$ cat src/design/ls_config_pkg.sv
// Address map, data and id widths, and the data source select type
`default_nettype none

package ls_config_pkg;

    // Data path and address width
    localparam int XLEN = 32;

    // Instruction id width
    localparam int ID_W = 4;

    // Peripheral region starts here, everything below is local memory
    localparam logic [XLEN-1:0] PERIPH_BASE = 32'h8000_0000;

    typedef enum logic {
        LOCAL_SRC  = 1'b0,
        PERIPH_SRC = 1'b1
    } ls_target_t;

endpackage

`default_nettype wire

$ cat src/design/periph_bus_unit.sv
// Four-phase req/ack bus master for the peripheral address region
`timescale 1ns/1ns
`default_nettype none

module periph_bus_unit (
    input  wire logic                             clk,
    input  wire logic                             rst,
    input  wire logic                             req,
    input  wire logic                             we,
    input  wire logic [ls_config_pkg::XLEN/8-1:0] be,
    input  wire logic [ls_config_pkg::XLEN-3:0]   addr,
    input  wire logic [ls_config_pkg::XLEN-1:0]   wdata,
    input  wire logic                             bus_ack,
    input  wire logic [ls_config_pkg::XLEN-1:0]   bus_rdata,
    output logic                                  busy,
    output logic                                  load_valid,
    output logic [ls_config_pkg::XLEN-1:0]        load_data,
    output logic                                  bus_req,
    output logic                                  bus_we,
    output logic [ls_config_pkg::XLEN-1:0]        bus_addr,
    output logic [ls_config_pkg::XLEN/8-1:0]      bus_be,
    output logic [ls_config_pkg::XLEN-1:0]        bus_wdata
);
    import ls_config_pkg::*;

    typedef enum logic [1:0] {
        IDLE,
        WAIT_ACK,
        WAIT_RELEASE,
        DONE
    } bus_state_t;

    bus_state_t state;

    ////////////////////////////////////////////////////////////
    // Handshake FSM
    always_ff @(posedge clk) begin
        if (rst) begin
            state <= IDLE;
        end else begin
            case (state)
                IDLE: begin
                    if (req)
                        state <= WAIT_ACK;
                end
                WAIT_ACK: begin
                    if (bus_ack)
                        state <= WAIT_RELEASE;
                end
                // req is already low here, wait for the slave to drop ack
                WAIT_RELEASE: begin
                    if (~bus_ack)
                        state <= DONE;
                end
                default: state <= IDLE;
            endcase
        end
    end

    // Address and data held stable for the whole transfer
    always_ff @(posedge clk) begin
        if ((state == IDLE) & req) begin
            bus_we    <= we;
            bus_addr  <= {addr, 2'b00};
            bus_be    <= be;
            bus_wdata <= wdata;
        end
    end

    // Read data is only valid while ack is high
    always_ff @(posedge clk) begin
        if ((state == WAIT_ACK) & bus_ack)
            load_data <= bus_rdata;
    end

    assign bus_req    = (state == WAIT_ACK);
    assign busy       = (state != IDLE);
    assign load_valid = (state == DONE) & ~bus_we;

endmodule

`default_nettype wire

$ cat config.mk
export PLATFORM = sky130hd
export DESIGN_NAME = periph_bus_unit
export DESIGN_NICKNAME = d
export VERILOG_FILES = /design/src/design/ls_config_pkg.sv /design/src/design/periph_bus_unit.sv
export SDC_FILE = /design/constraint.sdc
export NUM_CORES = 1
export LEC_CHECK = 0
export BUFFER_PORTS_ARGS = -buffer_cell sky130_fd_sc_hd__buf_2
export CAP_MARGIN = 20
export CORE_AREA = 5 5 108 110
export CTS_CLUSTER_SIZE = 10
export DETAILED_ROUTE_END_ITERATION = 8
export DIE_AREA = 0 0 113 115
export PLACE_DENSITY = 0.62
export RECOVER_POWER = 50
export SYNTH_ARGS = -nofsm -noshare
export SYNTH_HDL_FRONTEND = slang
export SYNTH_SLANG_ARGS = --single-unit
$ cat constraint.sdc
create_clock -name clk -period 2.8 [get_ports clk]
set_input_delay 0.56 -clock clk [delete_from_list [all_inputs] [get_ports clk]]
set_output_delay 0.56 -clock clk [all_outputs]
set_load 0.1 [all_outputs]
After elaboration in Yosys (flattened, before gate mapping)
Cells that the tools add are included.

operators by class
  multiplexer cells = 4
  reductions and logical operators = 3
  eq/ne operators = 6
  bitwise operators = 4

operators with widths
  cell                                            number
  two-way mux 2 bit                               3
  inequality test 2 bit (second input constant)   3
  case mux 2 bit (3 select lines)                 1
  == test 2 bit (second input constant)           2
  bitwise AND 1 bit                               3
  AND reduction 3 bit                             1
  == test 2 x 1 -> 1 bit (second input constant)  1
  logical NOT 2 bit                               1
  nonzero test 2 bit                              1
  NOT 1 bit                                       1

storage, ports and cells
  register bits = 101
  logic and storage cells = 23
  input bits = 103

Depth between registers and ports, before layout
  word-level depth = 3
  depth in mapped cells = 5
  gate-level depth less buffers = 5

Least setup slack after synthesis
Ideal clock, no wire load.

  path kind = reg2out
  from = reg bus_we
  to = out load_valid
  arrival time = 2.257 ns
  stages on the path, launching flop included = 2
  slack = -0.017 ns
  path through = edfxtp_1 -> nor2b_1

on the way
  word-level cells in the longest chain between the ends = 2

ends and longest elaborated chain
  element                 RTL line               source
  from (decl)             periph_bus_unit.sv:19  output logic bus_we,
  from (signal assigned)  periph_bus_unit.sv:63  bus_we <= we;
  NOT 1 bit               periph_bus_unit.sv:78  assign load_valid = (state == DONE) & ~bus_we;
  bitwise AND 1 bit       periph_bus_unit.sv:78
  to (decl)               periph_bus_unit.sv:16  output logic load_valid,

Every way passes these cells.

Worst setup path after layout
  from = reg state[0]
  to = out busy

on the way
  word-level cells in the longest chain between the ends = 1

ends and longest elaborated chain
  element                 RTL line               source
  from (decl)             periph_bus_unit.sv:33  bus_state_t state;
  from (signal assigned)  periph_bus_unit.sv:39  state <= IDLE;
  from (signal assigned)  periph_bus_unit.sv:44  state <= WAIT_ACK;
  from (signal assigned)  periph_bus_unit.sv:48  state <= WAIT_RELEASE;
  nonzero test 2 bit      periph_bus_unit.sv:77  assign busy = (state != IDLE);
  to (decl)               periph_bus_unit.sv:15  output logic busy,

Every way passes these cells.

==> impl_metrics.py <==
metrics = {
    "run_status": {
        "status": "complete, no violations",
    },
    "cts": {
        "cts_resized": 0,
        "clock_sinks": 101,
        "clkLatencyLatePin_ns": 0.35,
        "post_cts.repair.setup_buffers": 0,
        "ctsHtreeMaxLevel": 3,
        "cts_tree": "built",
        "cts_buffer_depth": 2,
        "cts_hold_buf": 0,
        "numCtsBuffers": 9,
        "root_buffer": "clkbuf_8",
        "clk_pin_slew_ns": 0.09,
    },
    "job": {
        "max_cap_viol_count": 0,
    },
    "setup_path": {
        "arrival_ns": 1.57,
        "critical_path_class": "flop to output port",
        "path_cells": "inv_1, ha_1, inv_1, buf_2",
        "critPathMaxStageDelay_ns": 0.43,
        "regToRegEndpoint": "bus_wdata[4]",
        "r2r_start": "state[0]",
        "end_kind": "output port",
        "rrSetupSlack_ns": 0.87,
        "critPathLaunchType": "flop",
        "worstPathRequired_ns": 2.24,
        "cp_slowest_cell": "dfxtp_1",
        "critical_path.max_fanout": 5,
        "cp_common_cell": "inv_1",
        "rr_worst_depth": 4,
    },
    "logic_synthesis": {
        "yosys.area.top_type": "edfxtp_1",
        "synth_area_leaders": "edfxtp_1 (93%), ha_1 (2.0%), dfxtp_1 (1.3%), nor2b_1 (0.59%), buf_4 (0.47%)",
        "syn_area_per_cell_um2": 25.5,
        "synth.distinct_cells": 15,
        "synthCells": 125,
        "syn-cell-area_um2": 3190,
        "synth_top_area_share_pct": 93.1,
        "seq_area_frac_synth_pct": 94.4,
        "ys_warn_count": 0,
        "synth-seq-cells": 101,
    },
    "grt": {
        "grt_first_pass_wirelength_mm": 10.8,
        "grt_pass1_vias": 2062,
        "antenna_found_initial": 1,
        "grt_max_degree": 39,
        "grt_use_total_pct": 11.2,
        "grt_overflow_total": 0,
    },
    "routing": {
        "drt-total-wl_mm": 7.72,
        "dr.pass1.iters": 4,
        "via_per_inst": 3.98,
        "drtIter0Drc": 93,
        "remaining_drc_errors": 0,
        "wl_per_cell_um": 15.9,
        "drtAntennaViolNets": 0,
        "vias": 1936,
    },
    "finish": {
        "design_area_um2": 4570,
        "syn_to_final_growth_pct": 43.2,
        "nFillCells": 990,
        "drive_above_1_share_pct": 59.0,
        "regArea_um2": 3010,
        "fin_cells": 486,
        "diodes": 0,
        "multi_input_area_um2": 153,
        "layout.nets": 449,
    },
    "sta": {
        "finalSetupViolations": 0,
        "final-hold-violation-count": 0,
        "slew_viol_final": 0,
        "grt_setup_unrepaired": "no",
        "fin_crit_ns": 2.13,
        "fin_crit_sh_pct": 75.9,
        "tns_ns": 0,
        "slew_headroom_pct": 20.8,
        "setup_ws_ns": 0.674,
        "tightestPinTransition_ns": 1.19,
        "fmax_mhz": 470,
        "finClkSkew_ns": 0.00738,
    },
    "floorplanning": {
        "io_pins": 207,
        "die_h_um": 115,
        "rows": 38,
        "fp.dieW_um": 113,
        "coreArea_um2": 10600,
        "start_util_pct": 30.1,
        "dieArea_um2": 13000,
    },
    "min_path": {
        "hold_class": "input pin to flop",
        "hp-start": "addr[16]",
        "whs_path_depth": 1,
        "min_to": "bus_addr[18]",
    },
    "placed_design": {
        "placed_area_um2": 4400,
        "hpwl_mm": 6.13,
        "port_buffers": 204,
        "dpl_worst_slack_ns": 1.07,
        "place_inst": 470,
        "gp_congestion": 0.808,
    },
}
-- logic make-up (layout without fill, tap and decap cells) --
family	after synthesis	after routing	synth area share, %
and+or+nand+nor	7	7	1.37
DFF	101	101	94.4
adders and majority gates	5	5	1.96
buffers and inverters	6	226	0.941
AOI/OAI and AO/OA	4	4	0.745
other	1	2	0.117
muxes	1	1	0.470
-- synthesized netlist by cell type (all sizes together) --
master   n
mux2     1
edfxtp  99
a21oi    1
conb     1
and2     2
or4      1
o21ai    2
buf      2
inv      4
nor2b    3
ha       5
dfxtp    2
nor2     1
o41ai    1
-- flip-flops by register name (all words and copies together), names as in the netlist --
register	count
bus_be	4
bus_wdata	32
state	2
bus_we	1
load_data	32
bus_addr	30
-- metal layers --
metal / track usage (%) / up-vias / share of wire [%]
met5: 0 / - / 0.17
met4: 6.97 / 2 / 3.0
met3: 4.16 / 19 / 9.3
met2: 18.8 / 105 / 51
met1: 11.9 / 899 / 36
li1: - / 911 / -
-- metrics by stage --
stage               utilization (%)  hold slack, ns
floorplan                         -           0.494
global placement               41.5           0.515
detailed placement             41.5           0.543
CTS                            43.4           0.349
global route                   43.1           0.339
finish                         43.1           0.378
-- cells in the final DEF (no fill, tap or decap) --
cell type | synthesis | final
mux2_1 | 0 | 1
dfxtp_1 | 2 | 2
clkbuf_8 | 0 | 9
clkbuf_2 | 0 | 2
buf_2 | 0 | 187
edfxtp_1 | 99 | 99
a21oi_1 | 1 | 1
or4_1 | 1 | 1
nor2b_2 | 0 | 1
nor2b_1 | 3 | 2
clkinv_1 | 0 | 2
ha_1 | 5 | 5
o41ai_1 | 1 | 1
clkbuf_1 | 0 | 19
clkinvlp_4 | 0 | 1
o21ai_0 | 2 | 2
and2_2 | 1 | 2
nor2_1 | 1 | 1
inv_1 | 4 | 4
conb_1 | 1 | 2
bufinv_16 | 0 | 2
-- final cells by class --
cell class                 count  area share, %
clock buffer                  11           2.87
clock inverter                 5           1.64
inverter                       4          0.328
multi-input combinational     19           3.34
sequential                   101           65.9
tap                          140           3.83
timing repair buffer         206           22.1
-- worst max path at each step --
| stage | start | to | slack [ns] | cells past startpoint |
|---|---|---|---|---|
| after CTS | state[0] | busy | 0.64 | 4 |
| after floorplan | state[0] | bus_addr[10] | 0.19 | 3 |
| after detailed placement | state[0] | busy | 1.07 | 4 |
| after global placement | state[0] | busy | 1.08 | 4 |
| final | state[0] | busy | 0.67 | 4 |
| after global routing | state[0] | busy | 0.56 | 4 |
-- critical path: cells and delay by family (launching register included) --
family     cells  cell delay, ns
buf+inv        3            0.56
flops          1            0.43
fa+ha+maj      1            0.24
Power is left out: the tool's default activity adds up to more than one toggle a clock period on the data nets, which glitch-free logic cannot reach.
