<file path="src/design/ls_config_pkg.sv">
// Address map, data and id widths, and the data source select type
`default_nettype none

package ls_config_pkg;

    // Data path and address width
    localparam int XLEN = 32;

    // Instruction id width
    localparam int ID_W = 4;

    // Peripheral region starts here, everything below is local memory
    localparam logic [XLEN-1:0] PERIPH_BASE = 32'h8000_0000;

    typedef enum logic {
        LOCAL_SRC  = 1'b0,
        PERIPH_SRC = 1'b1
    } ls_target_t;

endpackage

`default_nettype wire

</file>
<file path="src/design/ls_op_pkg.sv">
// Memory opcode, access size and exception code enums
`default_nettype none

package ls_op_pkg;

    // Low three bits follow funct3, bit 3 marks a store
    typedef enum logic [3:0] {
        OP_LB  = 4'b0000,
        OP_LH  = 4'b0001,
        OP_LW  = 4'b0010,
        OP_LBU = 4'b0100,
        OP_LHU = 4'b0101,
        OP_SB  = 4'b1000,
        OP_SH  = 4'b1001,
        OP_SW  = 4'b1010
    } ls_op_t;

    // Taken from the low two opcode bits
    typedef enum logic [1:0] {
        SIZE_B = 2'b00,
        SIZE_H = 2'b01,
        SIZE_W = 2'b10
    } ls_size_t;

    typedef enum logic [3:0] {
        LOAD_ADDR_MISALIGNED  = 4'd4,
        STORE_ADDR_MISALIGNED = 4'd6
    } exc_code_t;

endpackage

`default_nettype wire

</file>
<file path="src/design/load_writeback.sv">
// Load result merge, byte lane alignment, sign or zero extension and id tagging
`timescale 1ns/1ns
`default_nettype none

module load_writeback (
    input  wire logic                           clk,
    input  wire logic                           rst,
    input  wire logic                           load_issue,
    input  wire logic [1:0]                     load_byte_addr,
    input  wire ls_op_pkg::ls_op_t              load_op,
    input  wire ls_config_pkg::ls_target_t      load_target,
    input  wire logic [ls_config_pkg::ID_W-1:0] id,
    input  wire logic                           local_load_valid,
    input  wire logic [ls_config_pkg::XLEN-1:0] local_load_data,
    input  wire logic                           periph_load_valid,
    input  wire logic [ls_config_pkg::XLEN-1:0] periph_load_data,
    output logic                                wb_done,
    output logic [ls_config_pkg::ID_W-1:0]      wb_id,
    output logic [ls_config_pkg::XLEN-1:0]      wb_rd
);
    import ls_config_pkg::*;
    import ls_op_pkg::*;

    logic [1:0]      byte_q;
    ls_op_t          op_q;
    ls_target_t      target_q;
    logic [ID_W-1:0] id_q;
    logic            attr_valid;
    logic            result_valid;
    logic [XLEN-1:0] word;
    logic [XLEN-1:0] shifted;

    // One load outstanding at a time, the issue side holds on a switch
    always_ff @(posedge clk) begin
        if (load_issue) begin
            byte_q   <= load_byte_addr;
            op_q     <= load_op;
            target_q <= load_target;
            id_q     <= id;
        end
    end

    always_ff @(posedge clk) begin
        if (rst)
            attr_valid <= 1'b0;
        else if (load_issue)
            attr_valid <= 1'b1;
        else if (wb_done)
            attr_valid <= 1'b0;
    end

    ////////////////////////////////////////////////////////////
    // Result select and alignment
    assign result_valid = (target_q == LOCAL_SRC) ? local_load_valid : periph_load_valid;
    assign wb_done      = attr_valid & result_valid;
    assign word         = local_load_valid ? local_load_data : periph_load_data;
    assign shifted      = word >> {byte_q, 3'b000};

    always_comb begin
        case (op_q)
            OP_LB:   wb_rd = {{(XLEN-8){shifted[7]}}, shifted[7:0]};
            OP_LH:   wb_rd = {{(XLEN-16){shifted[15]}}, shifted[15:0]};
            OP_LBU:  wb_rd = {{(XLEN-8){1'b0}}, shifted[7:0]};
            OP_LHU:  wb_rd = {{(XLEN-16){1'b0}}, shifted[15:0]};
            default: wb_rd = shifted;
        endcase
    end

    assign wb_id = id_q;

endmodule

`default_nettype wire

</file>
<file path="config.mk">
export PLATFORM = sky130hd
export DESIGN_NAME = load_writeback
export DESIGN_NICKNAME = d
export VERILOG_FILES = /design/src/design/ls_config_pkg.sv /design/src/design/ls_op_pkg.sv /design/src/design/load_writeback.sv
export SDC_FILE = /design/constraint.sdc
export NUM_CORES = 1
export LEC_CHECK = 0
export BUFFER_PORTS_ARGS = -buffer_cell sky130_fd_sc_hd__buf_2
export CAP_MARGIN = 10
export CORE_MARGIN = 8
export CORE_UTILIZATION = 42
export CTS_BUF_LIST = sky130_fd_sc_hd__clkbuf_4 sky130_fd_sc_hd__clkbuf_8
export CTS_CLUSTER_SIZE = 16
export DETAILED_ROUTE_END_ITERATION = 7
export GPL_TIMING_DRIVEN = 0
export HOLD_SLACK_MARGIN = 0.02
export PLACE_DENSITY = 0.89
export SYNTH_ARGS = -nofsm -noshare
export SYNTH_HDL_FRONTEND = slang
export SYNTH_SLANG_ARGS = --single-unit
</file>
<file path="constraint.sdc">
create_clock -name clk -period 2.1 [get_ports clk]
set_clock_uncertainty 0.05 [all_clocks]
set_input_delay 0.315 -clock clk [delete_from_list [all_inputs] [get_ports clk]]
set_output_delay 0.315 -clock clk [all_outputs]
set_load 0.005 [all_outputs]
</file>
Yosys cells after proc, flatten, opt, wreduce, memory -nomap -nowiden --
Cells that the tools add are included.
Cells by class: equality and inequality tests 3, shifts and indexed selects 1, multiplexer cells 5, bitwise logic cells 1, reductions and logical operators 2
Operators with widths (number):
- case mux 32 bit (4 select lines) | 1
- 2-to-1 mux 32 bit | 1
- right shift 32 x 5 -> 32 bit | 1
- equality test 4 x 3 -> 1 bit, second input constant | 2
- equality test 4 x 1 -> 1 bit, second input constant | 1
- logical NOT 4 bit | 1
- 2-to-1 mux 1 bit | 3
- nonzero test 2 bit | 1
- AND 1 bit | 1
Storage, ports and cells: register bits after elaboration 12, output and inout port bits 37, word-level logic and storage cells 17

Depth between registers and ports, before layout --
depth in word-level cells 4, mapped depth 7, gate-level depth less buffers 4

Worst setup path before layout --
Ideal clock, no wire load.
path type input-to-output, start in local_load_valid, end out wb_rd[16] in the netlist's numbering, arrival 1.496 ns, path slack 0.239 ns, cell stages on the path 6, cells stage by stage buf_6 -> mux4_2 -> a22o_1 -> nand4b_4 -> buf_6 -> nand3_1
On the way: longest elaborated chain between the ends 3
Ends and longest elaborated chain:
- from (decl) | line load_writeback.sv:13 | input wire logic local_load_valid,
- 2-to-1 mux 32 bit | line load_writeback.sv:56 | assign word = local_load_valid ? local_load_data : periph_load_data;
- right shift 32 x 5 -> 32 bit | line load_writeback.sv:57 | assign shifted = word >> {byte_q, 3'b000};
- case mux 32 bit (4 select lines) | line load_writeback.sv:60 | case (op_q)
- to (decl) | line load_writeback.sv:19 | output logic [ls_config_pkg::XLEN-1:0] wb_rd
No other way between the ends.

Final worst setup path --
start reg byte_q[0], end out wb_rd[14] in the netlist's numbering
On the way: longest elaborated chain between the ends 2
Ends and longest elaborated chain:
- from (decl) | line load_writeback.sv:24 | logic [1:0] byte_q;
- from (signal assigned) | line load_writeback.sv:36 | byte_q <= load_byte_addr;
- right shift 32 x 5 -> 32 bit | line load_writeback.sv:57
- case mux 32 bit (4 select lines) | line load_writeback.sv:60
No other way between the ends.

==> reports/results.ini <==
[outcome]
outcome = finished, violations left
violations = negative setup slack

[setup_path]
critPathMaxStageDelay_ns = 0.42
arrival_ns = 1.93
cp_top_family = buffers and inverters
path_class = flip-flop to output pin
cp_slowest_cell = edfxtp_1
cp.buffers_inverters = 3
crit_required_ns = 1.74
end_kind = output pin
critical_path.startpoint = byte_q[0]$_DFFE_PP_
crit_path_frequent_cell = buf_6
path_cells = buf_6, mux2_4, a2bb2o_4, nand4b_4, buf_6, o21ai_1, buf_2
path_max_fanout = 6
start_kind = flip-flop
rr_startpoint = target_q$_DFFE_PP_

[cts]
cts_buffers = 3
clk_pin_slew_ns = 0.06
cts_max_path_buffers = 2
clk_latency_ns = 0.27
root_buffer = clkbuf_4
cts_tree = built
clock-sinks = 12
htreeDepth = 1
ctsHoldBuffers = 0

[drt]
firstDrtPassIters = 4
routed_via_density = 5.813
final_antenna_net_count = 0
vias = 1901
routed_wl_um = 6555
wl_per_cell_um = 20.05
drc_errors = 0
drtIter0Drc = 220

[worst_hold_path]
hp-class = input pin to flip-flop
worstHoldStart = rst

[run]
drv_cap = 0

[die]
fp.coreArea_um2 = 3578
fp.dieArea_um2 = 5846
die_w_um = 76.46
ioPinCount = 117
die_h_um = 76.46
initial_utilization_pct = 42.90
row_count = 22

[power_and_ir_drop]
power.density_nw_per_um2 = 410.4
p_total_mw = 1.028
p_leak_nw = 1.318
peakVddDrop_mv = 0.5062

[synthesis]
synthDistinctLibCells = 25
synth_cells = 150
ys_seq_elements = 12
netlist_area_um2 = 1535
synth_nets = 230
ys_seq_area_share_pct = 22.82
syn_area_per_cell_um2 = 10.23
yosys_warnings = 0

[final_layout]
layout_common_cells = buf_2 (113), nand2_1 (39), mux4_2 (22)
nets = 360
final_core_util_pct = 69.97
multi_input_area_um2 = 1246
antenna_cells = 0
fillers = 295
regArea_um2 = 350.3
mostFrequentLayoutCell = buf_2
drive_gt1_share_pct = 71.68
area_growth_pct = 63.08
finalNonFillerCells = 327
stdcell_area_um2 = 2504

[sta]
rsz0062_at_grt = yes
relSlewSlack_pct = 54.99
finalMaxSlewViolations = 0
max_clock_freq_ghz = 0.4349
setup_total_negative_slack_ns = -4.190
period_share_pct = 109.5
setup_viol = 24
tightest_slew_ns = 0.6715
fin_crit_ns = 2.299
whs_ns = 0.1562
timing.final.ws_setup_ns = -0.1995
hold_viol = 0

[global_routing]
grt_max_degree = 13
grt_pass1_vias = 2059
antenna_found_initial = 0
track_usage_pct = 21.15
grt_pass1_wl_um = 10080
gr-total-overflow = 0

[placed_design]
dp_hpwl_um = 4989
pre_cts_slack_ns = -0.1894
placed_area_um2 = 2171
dp.cells = 313
numPortBuffers = 115
gp_routability_congestion = 0.8054

registers in the layout (all words and copies together) (netlist names):
name,count
attr_valid,1
byte_q,2
op_q,4
target_q,1
wb_id,4
where the power goes:
part	total [mW]	leakage (nW)	internal, mW	switching (mW)
logic	0.581	1.18	0.311	0.270
clock network	0.152	0.0184	0.0863	0.0659
registers	0.295	0.116	0.282	0.0129
total	1.03	1.32	0.679	0.349
cells in the mapped netlist (all sizes together):
master | instances | share of area, %
nand2 | 39 | 9.5
mux4 | 22 | 32
nand3 | 18 | 5.9
buf | 11 | 4.8
edfxtp | 11 | 22
mux2 | 9 | 6.6
a22oi | 7 | 3.4
o21ai | 7 | 2.3
nor2 | 5 | 1.2
mux2i | 4 | 2.6
clkbuf | 2 | 0.49
nand2b | 2 | 0.81
nand4b | 2 | 3.1
nor2b | 2 | 0.81
nor3 | 2 | 0.65
a21oi | 1 | 0.33
a22o | 1 | 0.57
a2bb2o | 1 | 0.65
dfxtp | 1 | 1.3
inv | 1 | 0.24
nor4 | 1 | 0.41
o211ai | 1 | 0.49
layer usage:
metal  share of wire, %  global-route usage (%)
met3                 12                   6.132
met2                 51                   38.13
met5                  0                       0
met1                 35                   22.58
met4                1.3                   8.077
worst register-to-register path, stage by stage (launching register included):
cell and delay [ns]:
edfxtp_1 0.39, mux2i_1 0.15, a21oi_1 0.16, nor2_1 0.05
path summary, 6_finish.rpt:
kind	cells after the start	slack, ns	to
min	2	0.16	attr_valid$_SDFFE_PP0P_
min reg2reg	2	0.46	attr_valid$_SDFFE_PP0P_
max	7	-0.20	wb_rd[14]
max reg2reg	3	1.19	attr_valid$_SDFFE_PP0P_
what timing repair did:
action	in CTS	in global routing
gates resized for setup	30	27
pin swaps	0	1
buffers inserted	6	0
cloned	4	0
endpoints found under the setup margin	31	31
area by class of cell:
cell class / count / share of cell area (%)
repair buffers: 125 / 28.34
multi-input cells: 124 / 49.78
well taps: 48 / 2.399
flip-flops and latches: 12 / 13.99
clock buffers: 4 / 1.199
inverters: 1 / 0.1499
plain buffers: 13 / 4.148
kinds of logic after synthesis:
| kind of cell | share of synthesized area, % |
|---|---|
| AOI/OAI and AO/OA | 7.742 |
| buffers and inverters | 5.541 |
| DFF | 22.82 |
| and+or+nand+nor | 22.41 |
| muxes | 41.48 |
Note: power is estimated with default switching activity, not from simulation.
