**config.mk**
```make
export PLATFORM = sky130hd
export DESIGN_NAME = ls_issue
export DESIGN_NICKNAME = d
export VERILOG_FILES = /design/src/design/ls_config_pkg.sv /design/src/design/ls_op_pkg.sv /design/src/design/ls_issue.sv
export SDC_FILE = /design/constraint.sdc
export NUM_CORES = 1
export LEC_CHECK = 0
export BUFFER_PORTS_ARGS = -buffer_cell sky130_fd_sc_hd__buf_2
export CAP_MARGIN = 20
export CORE_MARGIN = 1
export CORE_UTILIZATION = 31
export CTS_BUF_LIST = sky130_fd_sc_hd__clkbuf_4
export DETAILED_ROUTE_END_ITERATION = 12
export PLACE_DENSITY_LB_ADDON = 0.25
export SYNTH_ARGS = -nofsm -noshare
export SYNTH_HDL_FRONTEND = slang
export SYNTH_SLANG_ARGS = --single-unit
```
**constraint.sdc**
```tcl
create_clock -name clk -period 5.1 [get_ports clk]
set_input_delay 0.51 -clock clk [delete_from_list [all_inputs] [get_ports clk]]
set_output_delay 0.51 -clock clk [all_outputs]
set_load 0.005 [all_outputs]
```
**src/design/ls_config_pkg.sv**
```systemverilog
// Address map, data and id widths, and the data source select type
`default_nettype none

package ls_config_pkg;

    // Data path and address width
    localparam int XLEN = 32;

    // Instruction id width
    localparam int ID_W = 4;

    // Peripheral region starts here, everything below is local memory
    localparam logic [XLEN-1:0] PERIPH_BASE = 32'h8000_0000;

    typedef enum logic {
        LOCAL_SRC  = 1'b0,
        PERIPH_SRC = 1'b1
    } ls_target_t;

endpackage

`default_nettype wire

```
**src/design/ls_op_pkg.sv**
```systemverilog
// Memory opcode, access size and exception code enums
`default_nettype none

package ls_op_pkg;

    // Low three bits follow funct3, bit 3 marks a store
    typedef enum logic [3:0] {
        OP_LB  = 4'b0000,
        OP_LH  = 4'b0001,
        OP_LW  = 4'b0010,
        OP_LBU = 4'b0100,
        OP_LHU = 4'b0101,
        OP_SB  = 4'b1000,
        OP_SH  = 4'b1001,
        OP_SW  = 4'b1010
    } ls_op_t;

    // Taken from the low two opcode bits
    typedef enum logic [1:0] {
        SIZE_B = 2'b00,
        SIZE_H = 2'b01,
        SIZE_W = 2'b10
    } ls_size_t;

    typedef enum logic [3:0] {
        LOAD_ADDR_MISALIGNED  = 4'd4,
        STORE_ADDR_MISALIGNED = 4'd6
    } exc_code_t;

endpackage

`default_nettype wire

```
**src/design/ls_issue.sv**
```systemverilog
// Address generation, byte enables, alignment check, source select, switch hold, exceptions
`timescale 1ns/1ns
`default_nettype none

module ls_issue (
    input  wire logic                             clk,
    input  wire logic                             rst,
    input  wire logic                             new_request,
    input  wire ls_op_pkg::ls_op_t                op,
    input  wire logic [ls_config_pkg::XLEN-1:0]   base,
    input  wire logic [11:0]                      offset,
    input  wire logic [ls_config_pkg::XLEN-1:0]   store_data,
    input  wire logic [ls_config_pkg::ID_W-1:0]   id,
    input  wire logic                             periph_busy,
    output logic                                  ready,
    output logic                                  exc_valid,
    output ls_op_pkg::exc_code_t                  exc_code,
    output logic [ls_config_pkg::XLEN-1:0]        exc_tval,
    output logic [ls_config_pkg::ID_W-1:0]        exc_id,
    output logic                                  local_req,
    output logic                                  local_we,
    output logic [ls_config_pkg::XLEN/8-1:0]      local_be,
    output logic [ls_config_pkg::XLEN-1:0]        local_wdata,
    output logic                                  periph_req,
    output logic                                  periph_we,
    output logic [ls_config_pkg::XLEN/8-1:0]      periph_be,
    output logic [ls_config_pkg::XLEN-1:0]        periph_wdata,
    output logic [ls_config_pkg::XLEN-3:0]        mem_addr,
    output logic                                  load_issue,
    output logic [1:0]                            load_byte_addr,
    output ls_op_pkg::ls_op_t                     load_op,
    output ls_config_pkg::ls_target_t             load_target
);
    import ls_config_pkg::*;
    import ls_op_pkg::*;

    logic [XLEN-1:0]   eff_addr;
    ls_size_t          size;
    logic              is_store;
    logic              misaligned;
    ls_target_t        target;
    logic [XLEN/8-1:0] be;
    logic [XLEN-1:0]   wdata;
    logic              accept;
    logic              load_accept;
    logic              local_pending;
    ls_target_t        last_target;
    logic              switch_hold;

    ////////////////////////////////////////////////////////////
    // Address generation and decode
    assign eff_addr = base + {{(XLEN-12){offset[11]}}, offset};
    assign size     = ls_size_t'(op[1:0]);
    assign is_store = op[3];
    assign target   = (eff_addr >= PERIPH_BASE) ? PERIPH_SRC : LOCAL_SRC;
    assign mem_addr = eff_addr[XLEN-1:2];

    always_comb begin
        case (size)
            SIZE_H:  misaligned = eff_addr[0];
            SIZE_W:  misaligned = |eff_addr[1:0];
            default: misaligned = 1'b0;
        endcase
    end

    // Store data replicated over all lanes, the enables pick the live ones
    always_comb begin
        be = '0;
        case (size)
            SIZE_B: begin
                be[eff_addr[1:0]] = 1'b1;
                wdata = {(XLEN/8){store_data[7:0]}};
            end
            SIZE_H: begin
                be[{eff_addr[1], 1'b0}] = 1'b1;
                be[{eff_addr[1], 1'b1}] = 1'b1;
                wdata = {(XLEN/16){store_data[15:0]}};
            end
            default: begin
                be    = '1;
                wdata = store_data;
            end
        endcase
    end

    ////////////////////////////////////////////////////////////
    // Issue control
    assign accept      = new_request & ready;
    assign load_accept = accept & ~is_store & ~misaligned;

    // A load to the other source waits until the previous load has returned
    assign switch_hold = new_request & ~is_store & ~misaligned
                       & (local_pending | periph_busy) & (target != last_target);
    assign ready       = ~periph_busy & ~switch_hold;

    always_ff @(posedge clk) begin
        if (rst) begin
            local_pending <= 1'b0;
            last_target   <= LOCAL_SRC;
        end else begin
            // Local loads return after exactly one cycle
            local_pending <= load_accept & (target == LOCAL_SRC);
            if (load_accept)
                last_target <= target;
        end
    end

    // Source requests
    assign local_req    = accept & ~misaligned & (target == LOCAL_SRC);
    assign local_we     = is_store;
    assign local_be     = be;
    assign local_wdata  = wdata;
    assign periph_req   = accept & ~misaligned & (target == PERIPH_SRC);
    assign periph_we    = is_store;
    assign periph_be    = be;
    assign periph_wdata = wdata;

    // Load attributes for writeback
    assign load_issue     = load_accept;
    assign load_byte_addr = eff_addr[1:0];
    assign load_op        = op;
    assign load_target    = target;

    ////////////////////////////////////////////////////////////
    // Misaligned access exception
    always_ff @(posedge clk) begin
        if (rst)
            exc_valid <= 1'b0;
        else
            exc_valid <= accept & misaligned;
    end

    always_ff @(posedge clk) begin
        if (accept & misaligned) begin
            exc_code <= is_store ? STORE_ADDR_MISALIGNED : LOAD_ADDR_MISALIGNED;
            exc_tval <= eff_addr;
            exc_id   <= id;
        end
    end

endmodule

`default_nettype wire

```
# Yosys cells after proc, flatten, opt, wreduce, memory -nomap -nowiden
# Index checks and enable logic that the tools add are counted.
[word_totals] elab_cells=53 input_bits=88 reg_bits=43 latch_bits=0 rom_bits=0 n_memories=0 ramBits=0 output_inout_bits=156
[classes] n_mux=11 add_sub_neg=1 n_eq_ne=3 div_mod_pow=0 shifts=0 magnitude_cmp=7 n_bitwise=20 n_reduce_logical=5 multipliers=0
[ops] cell="one-hot mux 32 bit (2 select lines)" n=1
[ops] cell="adder 32 bit" n=1
[ops] cell="greater-or-equal comparator 32 bit, second input constant" n=1
[ops] cell="bitwise AND 1 bit" n=13
[ops] cell="less-than comparator 2 x 3 -> 1 bit, second input constant" n=3
[ops] cell="one-hot mux 4 bit (2 select lines)" n=1
[ops] cell="greater-or-equal comparator 2 x 1 -> 1 bit, second input constant" n=3
[ops] cell="NOT 1 bit" n=5
[ops] cell="2-to-1 mux 1 bit" n=4
[ops] cell="OR 3 x 4 -> 4 bit" n=1
[ops] cell="logical AND 1 bit" n=3
[ops] cell="demux 1 bit (select 1 bit)" n=2
[ops] cell="demux 1 bit (select 2 bit)" n=1
[ops] cell="equality test 2 x 1 -> 1 bit, second input constant" n=1
[ops] cell="equality test 2 bit, second input constant" n=1
[ops] cell="logical NOT 2 bit" n=1
[ops] cell="2-to-1 mux 2 bit" n=1
[ops] cell="one-hot mux 1 bit (2 select lines)" n=1
[ops] cell="OR reduction 2 bit" n=1
[ops] cell="inequality test 1 bit" n=1
[ops] cell="OR 1 bit" n=1

# Longest topological paths before layout
[depth] word_depth=13 ltp_mapped=12 ltp_nobuf=12

# Least setup slack after synthesis
# OpenSTA, ideal clock, no wires.
[synth_path] path_kind="input-to-reg" start="in offset[0]" end="reg exc_code[1] (enable)" slack_ns=1.566 n_path_buf=0 stages=6 required_time_ns=4.669 setup_ns=0.431 arrival_ns=3.103 cell_sequence="ha_1 > inv_1 > fa_1 > o21ai_0 > nand2_1 > nor2_1"
[synth_between] elab_chain_cells=11 word_cells_on_any_way=14 classes_between="add/sub (1); order compare (1); eq/ne (1); mux (2); bitwise (8); reduce/logical (1)"
[synth_lines] element="start: declaration" line_no="ls_issue.sv:11" text="input wire logic [11:0] offset,"
[synth_lines] element="adder 32 bit (*)" line_no="ls_issue.sv:52" text="assign eff_addr = base + {{(XLEN-12){offset[11]}}, offset};"
[synth_lines] element="parallel branches: the longest is 9 deep, another holds greater-or-equal comparator 32 bit"
[synth_lines] element="bitwise AND 1 bit (*)" line_no="ls_issue.sv:134" text="if (accept & misaligned) begin"
[synth_lines] element="end signal: assignment" line_no="ls_issue.sv:135" text="exc_code <= is_store ? STORE_ADDR_MISALIGNED : LOAD_ADDR_MISALIGNED;"
[synth_lines] element="end: declaration" line_no="ls_issue.sv:17" text="output ls_op_pkg::exc_code_t exc_code,"
# Mark *: on every way between the ends.
# A chain may end at the register's enable or synchronous reset.

# Final worst setup path
[layout_path] start="in offset[0]" end="out mem_addr[26] (netlist bit)"
[layout_between] elab_chain_cells=1
[layout_lines] element="adder 32 bit" line_no="ls_issue.sv:52"
[layout_lines] element="end: declaration" line_no="ls_issue.sv:28" text="output logic [ls_config_pkg::XLEN-3:0] mem_addr,"
# No other way between the ends.

==> summary.txt <==
Route
  – DR vias: between 3000 and 4000
  – Detail Route Antenna Nets: 0
  – DRC Markers: 0
  – 1st-pass router iterations: 4
  – DR WL/cell: around 16 um
  – Initial DRC count: between 150 and 200
  – DR vias/cell: 5.02
  – Routed WL: 11500 um

CTS
  – H-tree Lvls: 2
  – TritonCTS Sinks: 40
  – Clock root buffer: clkbuf_4
  – Number of CTS-inserted buffers: 5
  – Later-pin clock latency in the skew report: around 0.36 ns
  – CTS tree: built
  – Max Buffers Root-to-Sink: 2
  – Post-cts sizing count: 0
  – Hold bufs inserted after CTS: 0
  – Setup Fix Bufs, Post-CTS: 0
  – Worst-path clk slew: ~0.14 ns

Logic synthesis
  – Syn avg cell area: between 9 and 10 um2
  – FFs w/ async S/R, synth: 0%
  – Cells after Synth: 416
  – Most common cell in the synthesized netlist: buf_4
  – Ys Warns: 0
  – Share of Yosys cell area claimed by the top area cell type: between 20 and 30%
  – Synth cell types: 48
  – Yosys reg bits: 40
  – Synth cell count leaders: buf_4 (53), nand2_1 (38), edfxtp_1 (37)
  – Synthesized cell area: about 0.0038 mm2
  – Register area share after synthesis: 31.0%
  – Cells taking the most area after synthesis: edfxtp_1 (29%), ha_1 (11%), buf_4 (11%)
  – Top cell type by total area after synthesis: edfxtp_1
  – Main synth FF type: edfxtp_1
  – Post-synth EDFFs: 37

STA
  – Clk_skew: 0.000382 ns
  – Setup_tns: 0 ns
  – Final setup viols: 0
  – Unrepaired setup endpoints after global routing: no
  – Final period util: between 70% and 80%
  – Slew Limit Fails: 0
  – Slew Limit Headroom: 49.5%
  – Final min period: 4.01 ns
  – Final hold violation count: 0
  – Fmax: 250 MHz
  – Worst-Margin Slew: ~0.76 ns

Job
  – Maxcap violations: 0

GRT
  – Total gr overflow: 0
  – Vias in the first global route: around 3500
  – Initial antenna violation count: 1
  – First-pass GRT wire length: roughly 17000 um
  – Met1 GRT Util: 20.1%
  – GRT Total Usage: between 10% and 20%
  – Met2 Usage GRT: ~33%
  – Largest net degree at the start of global routing: 32
  – Busiest grt layer: met2
  – Met3 Resource Use GR: between 2 and 2.5%

Critical path
  – Required @ worst endpoint: between 4 and 5 ns
  – CP Max Fanout: 3
  – Crit. End Element: primary output
  – Crit Path Class: input pin to primary output
  – CP startpoint kind: input pin
  – CP arrival: ~3.5 ns

Layout
  – Register cell area after layout: about 0.0012 mm2
  – Fraction of layout cells with a size suffix above 1: 45.1%
  – Multi-input logic area: roughly 0.0021 mm2
  – Non-filler instance count after layout: ~740
  – Total Nets Final: approximately 720
  – FILL cells: roughly 1200
  – Area delta synth->final: 27.2%

Floorplanning
  – Cell row count: 39
  – # IOs: around 240
  – Die Ht: ~110 um
  – Core Footprint: between 0.01 and 0.015 mm2
  – Initial Utilization: between 30% and 40%
  – Die ar.: 0.0126 mm2
  – Die X: about 110 um

Run status
  – Status: finished clean

Placement
  – Post-DP HPWL: a little under 10000 um
  – Dpl cells: approximately 730
  – Port bufs: about 240
  – Gpl congestion: slightly below 0.9

Power and ir drop
  – Clock power share: a little over a fifth
  – Int Pwr: slightly above 0.0007 W
  – Power Total: ~0.0011 W
  – Switching Share: between 30% and 40%
  – Gate power share: a little over two fifths
  – Switching power: 0.000399 W
  – Sequential group share of total power: between 30% and 40%
  – Peak supply drop: between 100 and 150 uV
  – Pwr Density: roughly 230 mW/mm2
  – Leakage: roughly 2.3 nW

Worst hold path
  – HP Class: input pin to flip-flop
-- power by group through the flow --
| stage | clock network [W] | registers (W) | logic, W |
|---|---|---|---|
| 3_5_place_dp | 0 | 0.000398 | 0.000485 |
| 5_1_grt | 0.000259 | 0.000392 | 0.000536 |
| 6_report | 0.000236 | 0.000390 | 0.000485 |
| 3_3_place_gp | 0 | 0.000397 | 0.000481 |
| 4_1_cts | 0.000248 | 0.000390 | 0.000488 |
| 2_1_floorplan | 0 | 0.000400 | 0.000310 |
-- layout make-up --
class	instances	area share (%)
diodes	2	0.104
clock buffers	5	0.781
clock inverters	3	0.989
inverters	16	1.25
multi-input cells	293	43.4
flip-flops and latches	40	24.4
well taps	143	3.72
repair buffers	240	25.4
-- critical path, cell delays in order --
cell and delay (ns):
buf_2 0.08, ha_1 0.20, inv_1 0.07, fa_1 0.40
nor2b_1 0.18, o31a_1 0.20, o21ai_0 0.16, a211oi_1 0.36
nor3_1 0.14, o21ai_0 0.26, a21oi_1 0.14, o311ai_0 0.44
xnor2_1 0.20, buf_2 0.15
-- layout by cell type, fill, tap and decap left out, types with 2 or more instances in the layout --
master / n
buf_2: 238
nand2_1: 38
edfxtp_1: 37
a21oi_1: 35
ha_1: 34
xnor2_1: 22
o21ai_0: 19
nor2_1: 17
inv_1: 16
nand3_1: 10
xor2_1: 8
a22oi_1: 8
mux2_2: 8
nor3_1: 8
a22o_1: 8
nand4_1: 7
nor2b_1: 7
a21o_1: 6
o21bai_1: 6
o22ai_1: 5
nand2b_1: 5
clkbuf_4: 5
a211oi_1: 4
or2_2: 4
o211ai_1: 3
a31oi_1: 3
o21a_1: 3
conb_1: 3
dfxtp_1: 3
diode_2: 2
or3_4: 2
and3_1: 2
o31a_1: 2
a41oi_1: 2
a21boi_0: 2
clkinv_4: 2
-- kinds of logic (layout without fill, tap and decap cells) --
logic type,Yosys count,in the layout,share of synthesized area (%)
AO/OA/AOI/OAI,110,110,19.3
XOR/XNOR,31,31,7.38
adder cells (fa/ha/maj),35,35,11.8
buffers and inverters,84,264,14.0
flip-flops,40,40,31.0
multiplexers,8,8,2.38
other,2,5,0.199
AND/OR/NAND/NOR,106,106,13.9
-- sequential cells by signal (all words and copies together) (netlist names) --
| signal | flops |
|---|---|
| exc_id | 4 |
| last_target | 1 |
| exc_code | 1 |
| exc_valid | 1 |
| local_pending | 1 |
| exc_tval | 32 |
-- layer usage --
metal | vias up | part of all wire (%) | wire length [um]
met5 | - | 0 | 0
met4 | 0 | 2.7 | 313
met3 | 18 | 5.2 | 599
met2 | 169 | 52 | 5980
met1 | 1724 | 40 | 4660
li1 | 1814 | - | -
-- path summary, 6_finish.rpt --
| check | from | end | slack [ns] | cells after the start |
|---|---|---|---|---|
| hold / removal | id[3] | exc_id[3] | 0.31 | 1 |
| setup / recovery | offset[0] | mem_addr[26] | 1.09 | 14 |
| hold reg to reg | local_pending | local_pending | 0.57 | 1 |
| setup reg to reg | local_pending | local_pending | 4.24 | 1 |
-- per-stage QoR --
stage	setup slack [ns]	hold slack (ns)	util (%)	area, um2
floorplan	1.57	0.491	-	3780
global placement	1.19	0.528	40.3	4700
detailed placement	1.14	0.553	40.4	4720
CTS	1.12	0.282	41.2	4800
global route	0.886	0.279	41.2	4800
finish	1.09	0.314	41.2	4810
Power figures use the tool's default switching activity.
